File: config.mk
export PLATFORM = sky130hd
export DESIGN_NAME = spi_master
export DESIGN_NICKNAME = d
export VERILOG_FILES = /design/src/verilog/spi_pkg.sv /design/src/verilog/spi_master.sv /design/src/verilog/spi_shifter.sv /design/src/verilog/spi_engine.sv /design/src/verilog/spi_settings.sv
export SDC_FILE = /design/constraint.sdc
export NUM_CORES = 1
export LEC_CHECK = 0
export BUFFER_PORTS_ARGS = -buffer_cell sky130_fd_sc_hd__clkbuf_2
export CELL_PAD_IN_SITES_DETAIL_PLACEMENT = 1
export CELL_PAD_IN_SITES_GLOBAL_PLACEMENT = 1
export CORE_MARGIN = 4
export CORE_UTILIZATION = 30
export CTS_CLUSTER_DIAMETER = 150
export DETAILED_ROUTE_END_ITERATION = 10
export PLACE_DENSITY = 0.64
export SYNTH_ARGS = -nofsm -noshare
export SYNTH_HDL_FRONTEND = slang
export SYNTH_HIERARCHICAL = 1
export SYNTH_SLANG_ARGS = --single-unit
export TNS_END_PERCENT = 30
File: constraint.sdc
create_clock -name clock -period 4.85 [get_ports clock]
set_clock_uncertainty 0.05 [all_clocks]
set_input_delay 0.97 -clock clock [delete_from_list [all_inputs] [get_ports clock]]
set_output_delay 0.97 -clock clock [all_outputs]
set_load 0.1 [all_outputs]
File: src/verilog/spi_pkg.sv
// shared register map, field widths and types for the spi master, imported by every rtl block
`default_nettype none

package spi_pkg;

    // settings bus geometry
    localparam int addr_width = 8;
    localparam int word_width = 32;

    // widths of the individual settings fields
    localparam int divider_width = 16;
    localparam int sel_width = 24;
    localparam int count_width = 6;

    // register offsets from the settings base address
    localparam logic [addr_width-1:0] addr_divider = 8'd0;
    localparam logic [addr_width-1:0] addr_config = 8'd1;
    localparam logic [addr_width-1:0] addr_data = 8'd2;
    localparam logic [addr_width-1:0] addr_shutdown = 8'd3;

    // configuration register layout, msb first
    // dataout_edge at bit 31, datain_edge at bit 30, num_bits at 29:24
    typedef struct packed {
        // 1 launches transmit bits on the rising sclk edge
        logic dataout_edge;
        // 1 samples receive bits on the rising sclk edge
        logic datain_edge;
        // transfer length, 1 through 32
        logic [count_width-1:0] num_bits;
        // one bit per slave, a 1 selects that slave
        logic [sel_width-1:0] slave_select;
    } spi_config_t;

    // a settings data word seen either as config fields or as a plain value
    typedef union packed {
        spi_config_t cfg;
        logic [word_width-1:0] raw;
    } set_word_u;

    // serial clock sequencer states
    typedef enum logic [2:0] {
        wait_trig,
        pre_idle,
        clk_reg,
        clk_inv,
        post_idle,
        idle_sen
    } engine_state_t;

endpackage

`default_nettype wire
File: src/verilog/spi_master.sv
// top level of the settings-bus spi master, ties the register block, sequencer and data path
`default_nettype none

module spi_master #(
    parameter logic [spi_pkg::addr_width-1:0]  base_addr = 8'h00,
    parameter int                              num_sen = 8,
    parameter logic                            clk_idle = 1'b0,
    parameter logic [spi_pkg::sel_width-1:0]   sen_idle = 24'hffffff
) (
    input  logic                               clock,
    input  logic                               reset,
    input  logic                               set_stb,
    input  logic [spi_pkg::addr_width-1:0]     set_addr,
    input  logic [spi_pkg::word_width-1:0]     set_data,
    output logic [spi_pkg::word_width-1:0]     readback,
    output logic                               readback_stb,
    output logic                               ready,
    output logic [num_sen-1:0]                 sen,
    output logic                               sclk,
    output logic                               mosi,
    input  logic                               miso
);
    import spi_pkg::*;

    // settings levels
    logic [divider_width-1:0] sclk_divider;
    logic [sel_width-1:0] slave_select;
    logic [count_width-1:0] num_bits;
    logic datain_edge;
    logic dataout_edge;
    logic [word_width-1:0] mosi_word;
    logic shutdown;
    logic start;

    // engine to data path commands
    logic load;
    logic shift_out;
    logic shift_in;

    spi_settings #(
        .base_addr(base_addr)
    ) u_settings (
        .clock(clock),
        .reset(reset),
        .set_stb(set_stb),
        .set_addr(set_addr),
        .set_data(set_data),
        .sclk_divider(sclk_divider),
        .slave_select(slave_select),
        .num_bits(num_bits),
        .datain_edge(datain_edge),
        .dataout_edge(dataout_edge),
        .mosi_word(mosi_word),
        .shutdown(shutdown),
        .start(start)
    );

    spi_engine #(
        .num_sen(num_sen),
        .clk_idle(clk_idle),
        .sen_idle(sen_idle)
    ) u_engine (
        .clock(clock),
        .reset(reset),
        .start(start),
        .shutdown(shutdown),
        .sclk_divider(sclk_divider),
        .slave_select(slave_select),
        .num_bits(num_bits),
        .datain_edge(datain_edge),
        .dataout_edge(dataout_edge),
        .sclk(sclk),
        .sen(sen),
        .ready(ready),
        .readback_stb(readback_stb),
        .load(load),
        .shift_out(shift_out),
        .shift_in(shift_in)
    );

    spi_shifter u_shifter (
        .clock(clock),
        .reset(reset),
        .load(load),
        .shift_out(shift_out),
        .shift_in(shift_in),
        .mosi_word(mosi_word),
        .miso(miso),
        .mosi(mosi),
        .rx_word(readback)
    );

endmodule

`default_nettype wire

File: src/verilog/spi_shifter.sv
// data path of the spi master, transmit and receive shift registers with i/o retiming flops
`default_nettype none

module spi_shifter (
    input  logic                            clock,
    input  logic                            reset,
    input  logic                            load,
    input  logic                            shift_out,
    input  logic                            shift_in,
    input  logic [spi_pkg::word_width-1:0]  mosi_word,
    input  logic                            miso,
    output logic                            mosi,
    output logic [spi_pkg::word_width-1:0]  rx_word
);
    import spi_pkg::*;

    logic [word_width-1:0] tx_reg;
    logic [word_width-1:0] rx_reg;
    logic miso_stage1;
    logic miso_stage2;

    // transmit register, msb first so it moves left
    always_ff @(posedge clock) begin
        if (load) begin
            tx_reg <= mosi_word;
        end else if (shift_out) begin
            tx_reg <= {tx_reg[word_width-2:0], 1'b0};
        end
    end

    // output flop next to the pad, mosi is one cycle behind tx_reg
    always_ff @(posedge clock) begin
        if (reset) begin
            mosi <= 1'b0;
        end else begin
            mosi <= tx_reg[word_width-1];
        end
    end

    // two input flops on miso, the engine samples data two cycles old
    always_ff @(posedge clock) begin
        miso_stage1 <= miso;
        miso_stage2 <= miso_stage1;
    end

    // receive register, new bits enter at bit 0
    // after n bits the reply sits in the low n bits in arrival order
    always_ff @(posedge clock) begin
        if (reset) begin
            rx_reg <= '0;
        end else if (shift_in) begin
            rx_reg <= {rx_reg[word_width-2:0], miso_stage2};
        end
    end

    // readback word, held between transfers
    assign rx_word = rx_reg;

endmodule

`default_nettype wire

File: src/verilog/spi_engine.sv
// serial clock sequencer of the spi master, drives sclk and sen and commands the shift registers
`default_nettype none

module spi_engine #(
    parameter int                              num_sen = 8,
    parameter logic                            clk_idle = 1'b0,
    parameter logic [spi_pkg::sel_width-1:0]   sen_idle = 24'hffffff
) (
    input  logic                               clock,
    input  logic                               reset,
    input  logic                               start,
    input  logic                               shutdown,
    input  logic [spi_pkg::divider_width-1:0]  sclk_divider,
    input  logic [spi_pkg::sel_width-1:0]      slave_select,
    input  logic [spi_pkg::count_width-1:0]    num_bits,
    input  logic                               datain_edge,
    input  logic                               dataout_edge,
    output logic                               sclk,
    output logic [num_sen-1:0]                 sen,
    output logic                               ready,
    output logic                               readback_stb,
    output logic                               load,
    output logic                               shift_out,
    output logic                               shift_in
);
    import spi_pkg::*;

    engine_state_t state;
    logic ready_reg;
    logic sclk_reg;
    logic trigger;

    logic [divider_width-1:0] sclk_counter;
    logic [divider_width-1:0] sclk_counter_next;
    logic sclk_counter_done;

    logic [count_width-1:0] bit_counter;
    logic [count_width-1:0] bit_counter_next;
    logic bit_counter_done;

    logic sen_is_idle;
    logic [sel_width-1:0] sen_next;
    logic [num_sen-1:0] sen_reg;

    // shutdown swallows any trigger
    assign trigger = start & ~shutdown;
    // drops in the same cycle as start so the host sees busy right away
    assign ready = ready_reg & ~start & ~shutdown;
    assign sclk = sclk_reg;
    assign sen = sen_reg;

    // divider tick, one half period is sclk_divider+1 cycles
    assign sclk_counter_done = (sclk_counter == sclk_divider);
    assign sclk_counter_next = sclk_counter_done ? '0 : sclk_counter + 1'b1;

    // bit count advances once per full sclk period
    assign bit_counter_next = bit_counter + 1'b1;
    assign bit_counter_done = (bit_counter_next == num_bits);

    // transmit register takes the new word as the transfer is accepted
    assign load = (state == wait_trig) & trigger;

    // shift commands land on the same edge that toggles sclk
    always_comb begin
        shift_in = 1'b0;
        shift_out = 1'b0;
        if (sclk_counter_done) begin
            if (state == clk_reg) begin
                // leaving the idle level
                shift_in = (datain_edge != clk_idle);
                // first launch skipped, msb is already on mosi
                shift_out = (dataout_edge != clk_idle) && (bit_counter != '0);
            end else if (state == clk_inv) begin
                // returning to the idle level
                shift_in = (datain_edge == clk_idle);
                // no launch after the last bit
                shift_out = (dataout_edge == clk_idle) && !bit_counter_done;
            end
        end
    end

    // slave selects inactive in wait_trig and idle_sen
    assign sen_is_idle = (state == wait_trig) || (state == idle_sen);
    assign sen_next = sen_is_idle ? sen_idle : (sen_idle ^ slave_select);

    // extra flop ahead of the pads, sen trails the state by a cycle
    always_ff @(posedge clock) begin
        if (reset) begin
            sen_reg <= sen_idle[num_sen-1:0];
        end else begin
            sen_reg <= sen_next[num_sen-1:0];
        end
    end

    always_ff @(posedge clock) begin
        if (reset) begin
            state <= wait_trig;
            sclk_reg <= clk_idle;
            ready_reg <= 1'b0;
            readback_stb <= 1'b0;
            sclk_counter <= '0;
            bit_counter <= '0;
        end else begin
            case (state)
                wait_trig: begin
                    if (trigger) begin
                        state <= pre_idle;
                    end
                    readback_stb <= 1'b0;
                    ready_reg <= ~start;
                    sclk_counter <= '0;
                    bit_counter <= '0;
                    sclk_reg <= clk_idle;
                end
                pre_idle: begin
                    // selects settle for one half period before the first edge
                    if (sclk_counter_done) begin
                        state <= clk_reg;
                    end
                    sclk_counter <= sclk_counter_next;
                    sclk_reg <= clk_idle;
                end
                clk_reg: begin
                    if (sclk_counter_done) begin
                        state <= clk_inv;
                        sclk_reg <= ~clk_idle;
                    end
                    sclk_counter <= sclk_counter_next;
                end
                clk_inv: begin
                    if (sclk_counter_done) begin
                        state <= bit_counter_done ? post_idle : clk_reg;
                        bit_counter <= bit_counter_next;
                        sclk_reg <= clk_idle;
                    end
                    sclk_counter <= sclk_counter_next;
                end
                post_idle: begin
                    // hold time after the last edge, selects still active
                    if (sclk_counter_done) begin
                        state <= idle_sen;
                    end
                    sclk_counter <= sclk_counter_next;
                    sclk_reg <= clk_idle;
                end
                idle_sen: begin
                    // selects released, one more half period then report done
                    if (sclk_counter_done) begin
                        state <= wait_trig;
                        ready_reg <= 1'b1;
                        readback_stb <= 1'b1;
                    end
                    sclk_counter <= sclk_counter_next;
                    sclk_reg <= clk_idle;
                end
                default: begin
                    state <= wait_trig;
                end
            endcase
        end
    end

    // with a slave addressed, sclk only moves while its select is asserted
    a_sclk_parked: assert property (
        @(posedge clock) disable iff (reset)
        (sen == sen_idle[num_sen-1:0]) && (slave_select[num_sen-1:0] != '0)
            |-> (sclk == clk_idle)
    ) else $error("sclk toggled with slave selects idle");

    // done strobe is a single cycle pulse
    a_readback_pulse: assert property (
        @(posedge clock) disable iff (reset)
        readback_stb |=> !readback_stb
    ) else $error("readback_stb longer than one cycle");

endmodule

`default_nettype wire

File: src/verilog/spi_settings.sv
// settings register block of the spi master, decodes host bus writes into engine controls
`default_nettype none

module spi_settings #(
    parameter logic [spi_pkg::addr_width-1:0] base_addr = 8'h00
) (
    input  logic                               clock,
    input  logic                               reset,
    input  logic                               set_stb,
    input  logic [spi_pkg::addr_width-1:0]     set_addr,
    input  logic [spi_pkg::word_width-1:0]     set_data,
    output logic [spi_pkg::divider_width-1:0]  sclk_divider,
    output logic [spi_pkg::sel_width-1:0]      slave_select,
    output logic [spi_pkg::count_width-1:0]    num_bits,
    output logic                               datain_edge,
    output logic                               dataout_edge,
    output logic [spi_pkg::word_width-1:0]     mosi_word,
    output logic                               shutdown,
    output logic                               start
);
    import spi_pkg::*;

    // absolute addresses, wrap within the 8 bit space
    localparam logic [addr_width-1:0] divider_sel = base_addr + addr_divider;
    localparam logic [addr_width-1:0] config_sel = base_addr + addr_config;
    localparam logic [addr_width-1:0] data_sel = base_addr + addr_data;
    localparam logic [addr_width-1:0] shutdown_sel = base_addr + addr_shutdown;

    set_word_u set_word;
    logic wr_divider;
    logic wr_config;
    logic wr_data;
    logic wr_shutdown;

    // same bus word, read through whichever view the target register needs
    assign set_word.raw = set_data;

    // one write enable per register
    assign wr_divider = set_stb && (set_addr == divider_sel);
    assign wr_config = set_stb && (set_addr == config_sel);
    assign wr_data = set_stb && (set_addr == data_sel);
    assign wr_shutdown = set_stb && (set_addr == shutdown_sel);

    always_ff @(posedge clock) begin
        if (reset) begin
            sclk_divider <= '0;
            slave_select <= '0;
            num_bits <= '0;
            datain_edge <= 1'b0;
            dataout_edge <= 1'b0;
            mosi_word <= '0;
            shutdown <= 1'b0;
            start <= 1'b0;
        end else begin
            // a data write kicks off a transfer in the following cycle
            start <= wr_data;

            // half period length in clock cycles minus one
            if (wr_divider) begin
                sclk_divider <= set_word.raw[divider_width-1:0];
            end

            // config word unpacked into its fields
            if (wr_config) begin
                slave_select <= set_word.cfg.slave_select;
                num_bits <= set_word.cfg.num_bits;
                datain_edge <= set_word.cfg.datain_edge;
                dataout_edge <= set_word.cfg.dataout_edge;
            end

            // transmit word, msb leaves first
            if (wr_data) begin
                mosi_word <= set_word.raw;
            end

            // only bit 0 matters for shutdown
            if (wr_shutdown) begin
                shutdown <= set_word.raw[0];
            end
        end
    end

    // engine expects a single cycle trigger per data write
    a_start_pulse: assert property (
        @(posedge clock) disable iff (reset)
        start |=> !start
    ) else $error("start held high for more than one cycle");

endmodule

`default_nettype wire

==> results of run 1 <==
==> cell type report <==
class                      instances  area [um^2]  area share, %
clock inverter                    11          116           1.31
sequential                       169         3700           41.8
inverter                          10         37.5          0.423
timing repair buffer              92          475           5.36
clock buffer                      21          508           5.73
multi-input combinational        463         3610           40.7
tap                              330          413           4.66
==> metrics by stage <==
step           hold WS (ns)  setup slack, ns  cell area [um^2]
4_1_cts               0.280             1.76              8860
3_5_place_dp          0.264             1.79              8240
3_3_place_gp          0.263             1.84              8240
6_report              0.278             1.81              8860
2_1_floorplan         0.260             1.32              7630
5_1_grt               0.282             1.55              8860
==> layer usage <==
| layer | part of all wire, % | vias up |
|---|---|---|
| met5 | 0 | - |
| met4 | 0.73 | 0 |
| met3 | 4.0 | 10 |
| met2 | 45 | 90 |
| met1 | 51 | 2480 |
| li1 | - | 2535 |
==> worst max-delay path: stages (launching register included) <==
cell and delay, ns:
dfxtp_1 0.44, inv_1 0.21, nand3_1 0.47, nor3_2 0.25, buf_4 0.52, or2_2 0.71
==> worst max path at each step <==
stage	endpoint	slack [ns]	cells after the start
global route	u_shifter/tx_reg[5]	1.55	5
global placement	u_shifter/tx_reg[14]	1.84	5
CTS	u_shifter/tx_reg[5]	1.76	5
floorplan	ready	1.32	1
finish	u_shifter/tx_reg[5]	1.81	5
detailed placement	u_shifter/tx_reg[9]	1.79	5
==> cells in the final DEF, fill, tap and decap left out, types with 8 or more instances in the layout <==
master / count
nand4_1: 16
clkbuf_2: 86
nand3_1: 15
or2b_2: 42
edfxtp_1: 32
nand2b_1: 55
xnor2_1: 26
nand2_1: 24
nor3_1: 20
clkbuf_16: 20
dfxtp_1: 137
inv_1: 9
o211ai_1: 8
nor2_1: 41
a21oi_1: 12
mux2_4: 28
mux2i_1: 97
xor2_1: 9
==> where the power goes <==
| group | internal (W) | leakage, nW | total (W) | switching [W] |
|---|---|---|---|---|
| clock network | 0.000820 | 0.307 | 0.00142 | 0.000599 |
| logic | 0.0000460 | 1.68 | 0.000123 | 0.0000769 |
| registers | 0.00143 | 1.39 | 0.00144 | 0.00000666 |
==> results.toml, run 1 <==
[setup_path]
critPathLaunchType = "register"
required_ns = 4.85
reg2regPathDepth = 5
end_kind = "register"
cp-startpoint = "u_engine/state[0]"
r2r_end = "u_shifter/tx_reg[5]"
ff2ff_setup_slack_ns = 1.81
timing.rr.start = "u_engine/state[0]"
critPathMaxFanout = 33
crit_type = "register to register"
cp_data_arrival_time_ns = 3.04

[routing]
wl_um = 17500
vias = 5115
wire_per_inst_um = 15.9
dr.first_iter.drc_count = 277
drt_first_pass_iters = 4
drt.antenna.violating_nets = 0
drc = 0
via_per_inst = 4.67

[clock_network]
clock-root-buffer = "clkbuf_16"
clockBufferDepth = 2
cts_tree = "done"
cts_setup_buffers = 0
cts_sinks = 169
post_cts_resized = 0
clkLatencyLatePin_ns = 0.42
ctsHoldBuffers = 0
numCtsBuffers = 17
htreeDepth = 4
cts.clk_slew.worst_paths_ns = 0.06

[sta]
maxSlewViolCount = 0
post-route-min-period_ns = 3.04
min_period_over_period_pct = 62.7
fmaxAchievable_mhz = 329
maxSlewHeadroom_pct = 21.3
rsz0062_at_grt = "no"
setup_viol = 0
setup-tns-final_ns = 0
worst_slew_pin_slew_ns = 1.18
finalHoldViolCount = 0

[placement]
hpwlAfterDp_um = 12000
dpl.cell_count = 1064
numPortBuffers = 87
gp_congestion = 0.750

[power_and_ir_drop]
ir_drop_mv = 0.187
p_leak_nw = 3.38
p_total_w = 0.00298
power.density_nw_per_um2 = 336

[die]
initial_utilization_pct = 30.4
die_y_um = 167
die_area_um2 = 28000
core_um2 = 25100
placementRows = 58
die_w_um = 167
pin_count = 88

[global_route]
grt_util_met2_pct = 19.3
use_met1_pct = 17.8
grt-busiest-layer = "met2"
antenna_found_initial = 0
overflow = 0
grt_pass1_wl_um = 28600
grt_pass1_vias = 5314
grtUsageTotal_pct = 12.5
met3_usage_pct = 3.42
grt_max_degree = 93

[final_layout]
layout.core_utilization_pct = 35.3
diodes = 0
fillers = 2815
fin_cells = 1096
drive_gt1_share_pct = 26.9
fin_nets = 800
area_growth_pct = 16.2

[yosys]
synth.cell_area_um2 = 7630
synthCells = 687
avgSynthCellArea_um2 = 11.1
yosysWarnings = 6
mappedNetlistNets = 734

[hold_path]
min_from = "u_shifter/miso_stage1"
worstHoldPathCells = 0
hold_class = "register to register"
min_delay_worst_endpoint = "u_shifter/miso_stage2"

[run_status]
status = "finished, final reports clean"

[flow_run]
maxCapViolations = 0
(Power assumes the default switching activity.)
==> run 2, diff against run 1 <==
==> constraint.sdc (replaced) <==
create_clock -name clock -period 3.1 [get_ports clock]
set_clock_uncertainty 0.05 [all_clocks]
set_input_delay 0.62 -clock clock [delete_from_list [all_inputs] [get_ports clock]]
set_output_delay 0.62 -clock clock [all_outputs]
set_load 0.1 [all_outputs]
==> run 2 against run 1 <==
Net effect:
- combinational power grew 66%
- clock power increased by 51%
- wire length increased by 3.0%
- worst setup slack worse by 1.4 ns
- worst hold slack got worse by 0.022 ns
- clock-buffer cell count decreased by 4
- sequential power up 56%
- maximum frequency grew 13%
- register-to-register slack worse by 1.4 ns
- via count up 2.1%
- first-iteration DRC count fell by 9.4%
- critical endpoint is now u_engine/sclk_counter[13]
- largest cell class unchanged
- largest power group unchanged
==> results.toml, run 2 (synthesis gave the netlist of run 1 again) <==
[run_status]
status = "finished, final reports clean"

[clock_network]
post_cts_resized = 0
clockBufferDepth = 2
cts_tree = "done"
clkLatencyLatePin_ns = 0.43
numCtsBuffers = 17
cts.clk_slew.worst_paths_ns = 0.07
cts_sinks = 169
htreeDepth = 4
cts_setup_buffers = 0
clock-root-buffer = "clkbuf_16"
ctsHoldBuffers = 0

[sta]
maxSlewHeadroom_pct = 52.4
fmaxAchievable_mhz = 371
hold_ws_ns = 0.256
setup-tns-final_ns = 0
setup_viol = 0
post-route-min-period_ns = 2.69
maxSlewViolCount = 0
min_period_over_period_pct = 86.9
rsz0062_at_grt = "no"
finalHoldViolCount = 0
worst_slew_pin_slew_ns = 0.707

[routing]
drc = 0
dr.first_iter.drc_count = 251
drt.antenna.violating_nets = 0
wl_um = 18000
top_layer_used = "met4"
drt_first_pass_iters = 6
vias = 5221
via_per_inst = 4.72
wl_met3_um = 762
wl_met1_um = 8780
routed-wl-met2_um = 8220
wire_per_inst_um = 16.3

[global_route]
grtUsageTotal_pct = 13.0
antenna_found_initial = 0
grt_max_degree = 73
grt_pass1_wl_um = 29400
overflow = 0
grt_pass1_vias = 5339

[placement]
numPortBuffers = 87
hpwlAfterDp_um = 12100
gp_congestion = 0.801

[setup_path]
slowest_delay_ns = 0.91
end_kind = "register"
required_ns = 3.33
cp_cell_sequence = "xnor2_1 > nand4_1 > or4_1 > a21oi_2 > nor3_1"
cp_slowest_cell = "or4_1"
crit_type = "register to register"
critPathMaxFanout = 19
cp_data_arrival_time_ns = 2.93
critPathLaunchType = "register"

[power_and_ir_drop]
seqPwrFrac_pct = 49.0
clock_power_share_pct = 46.6
power.density_nw_per_um2 = 513
internal_power_w = 0.00346
p_switching_w = 0.00113
p_comb_share_pct = 4.4
netSwitchingFraction_pct = 24.6
p_leak_nw = 3.43
ir_drop_mv = 0.334

[die]
initial_utilization_pct = 30.4
die_w_um = 167
pin_count = 88
placementRows = 58
die_area_um2 = 28000
die_y_um = 167
core_um2 = 25100

[final_layout]
multi_input_area_um2 = 3620
final_cell_mix = "137 x dfxtp_1, 97 x mux2i_1, 86 x clkbuf_2, 55 x nand2b_1, 42 x or2b_2"
final-seq-area_um2 = 3700
layout_commonest_cell = "dfxtp_1"
area_growth_pct = 17.4
fin_nets = 810
fillers = 2819
diodes = 0
drive_gt1_share_pct = 27.8

[hold_path]
hold_class = "input port to register"

[flow_run]
maxCapViolations = 0
==> run 2: layout make-up <==
cell class	count	area share, %
multi-input cells	463	40.4
clock buffers	17	4.75
inverters	10	0.419
well taps	330	4.61
clock inverters	15	1.79
repair buffers	102	6.71
flip-flops and latches	169	41.4
==> run 2: worst paths after layout <==
check	cells past startpoint	startpoint	to	slack, ns
min	1	miso	u_shifter/miso_stage1	0.26
min reg2reg	0	u_shifter/miso_stage1	u_shifter/miso_stage2	0.28
max reg2reg	5	u_engine/sclk_counter[10]	u_engine/sclk_counter[13]	0.41
max	5	u_engine/sclk_counter[10]	u_engine/sclk_counter[13]	0.41
==> run 2: metal layers <==
layer,track usage [%],vias up
met5,0,-
met4,3.46,0
met3,3.78,13
met2,20.2,104
met1,17.9,2532
li1,-,2572
==> run 2: power by group through the flow <==
| stage | clock (W) | combinational [W] | sequential [W] |
|---|---|---|---|
| 5_1_grt | 0.00231 | 0.000224 | 0.00225 |
| 6_report | 0.00214 | 0.000204 | 0.00225 |
| 3_5_place_dp | 0 | 0.000207 | 0.00230 |
| 4_1_cts | 0.00220 | 0.000208 | 0.00225 |
| 3_3_place_gp | 0 | 0.000207 | 0.00230 |
| 2_1_floorplan | 0 | 0.000126 | 0.00230 |
==> run 2: critical path, delay by kind of cell, from the launching register on <==
kind	cells	cell delay, ns
AO/OA/AOI/OAI	1	0.63
flip-flops	1	0.50
AND/OR/NAND/NOR	3	1.20
XOR/XNOR	1	0.16
==> run 2: through the flow <==
step	util [%]	worst slack [ns]	instance area, um^2	total power (W)	cells
after floorplan	-	0.521	7630	0.00243	687
after global placement	33.3	0.510	8370	0.00251	1074
after detailed placement	33.3	0.468	8370	0.00251	1074
after CTS	35.7	0.439	8960	0.00466	1106
after global routing	35.7	0.257	8960	0.00479	1106
final	35.7	0.406	8960	0.00459	1106
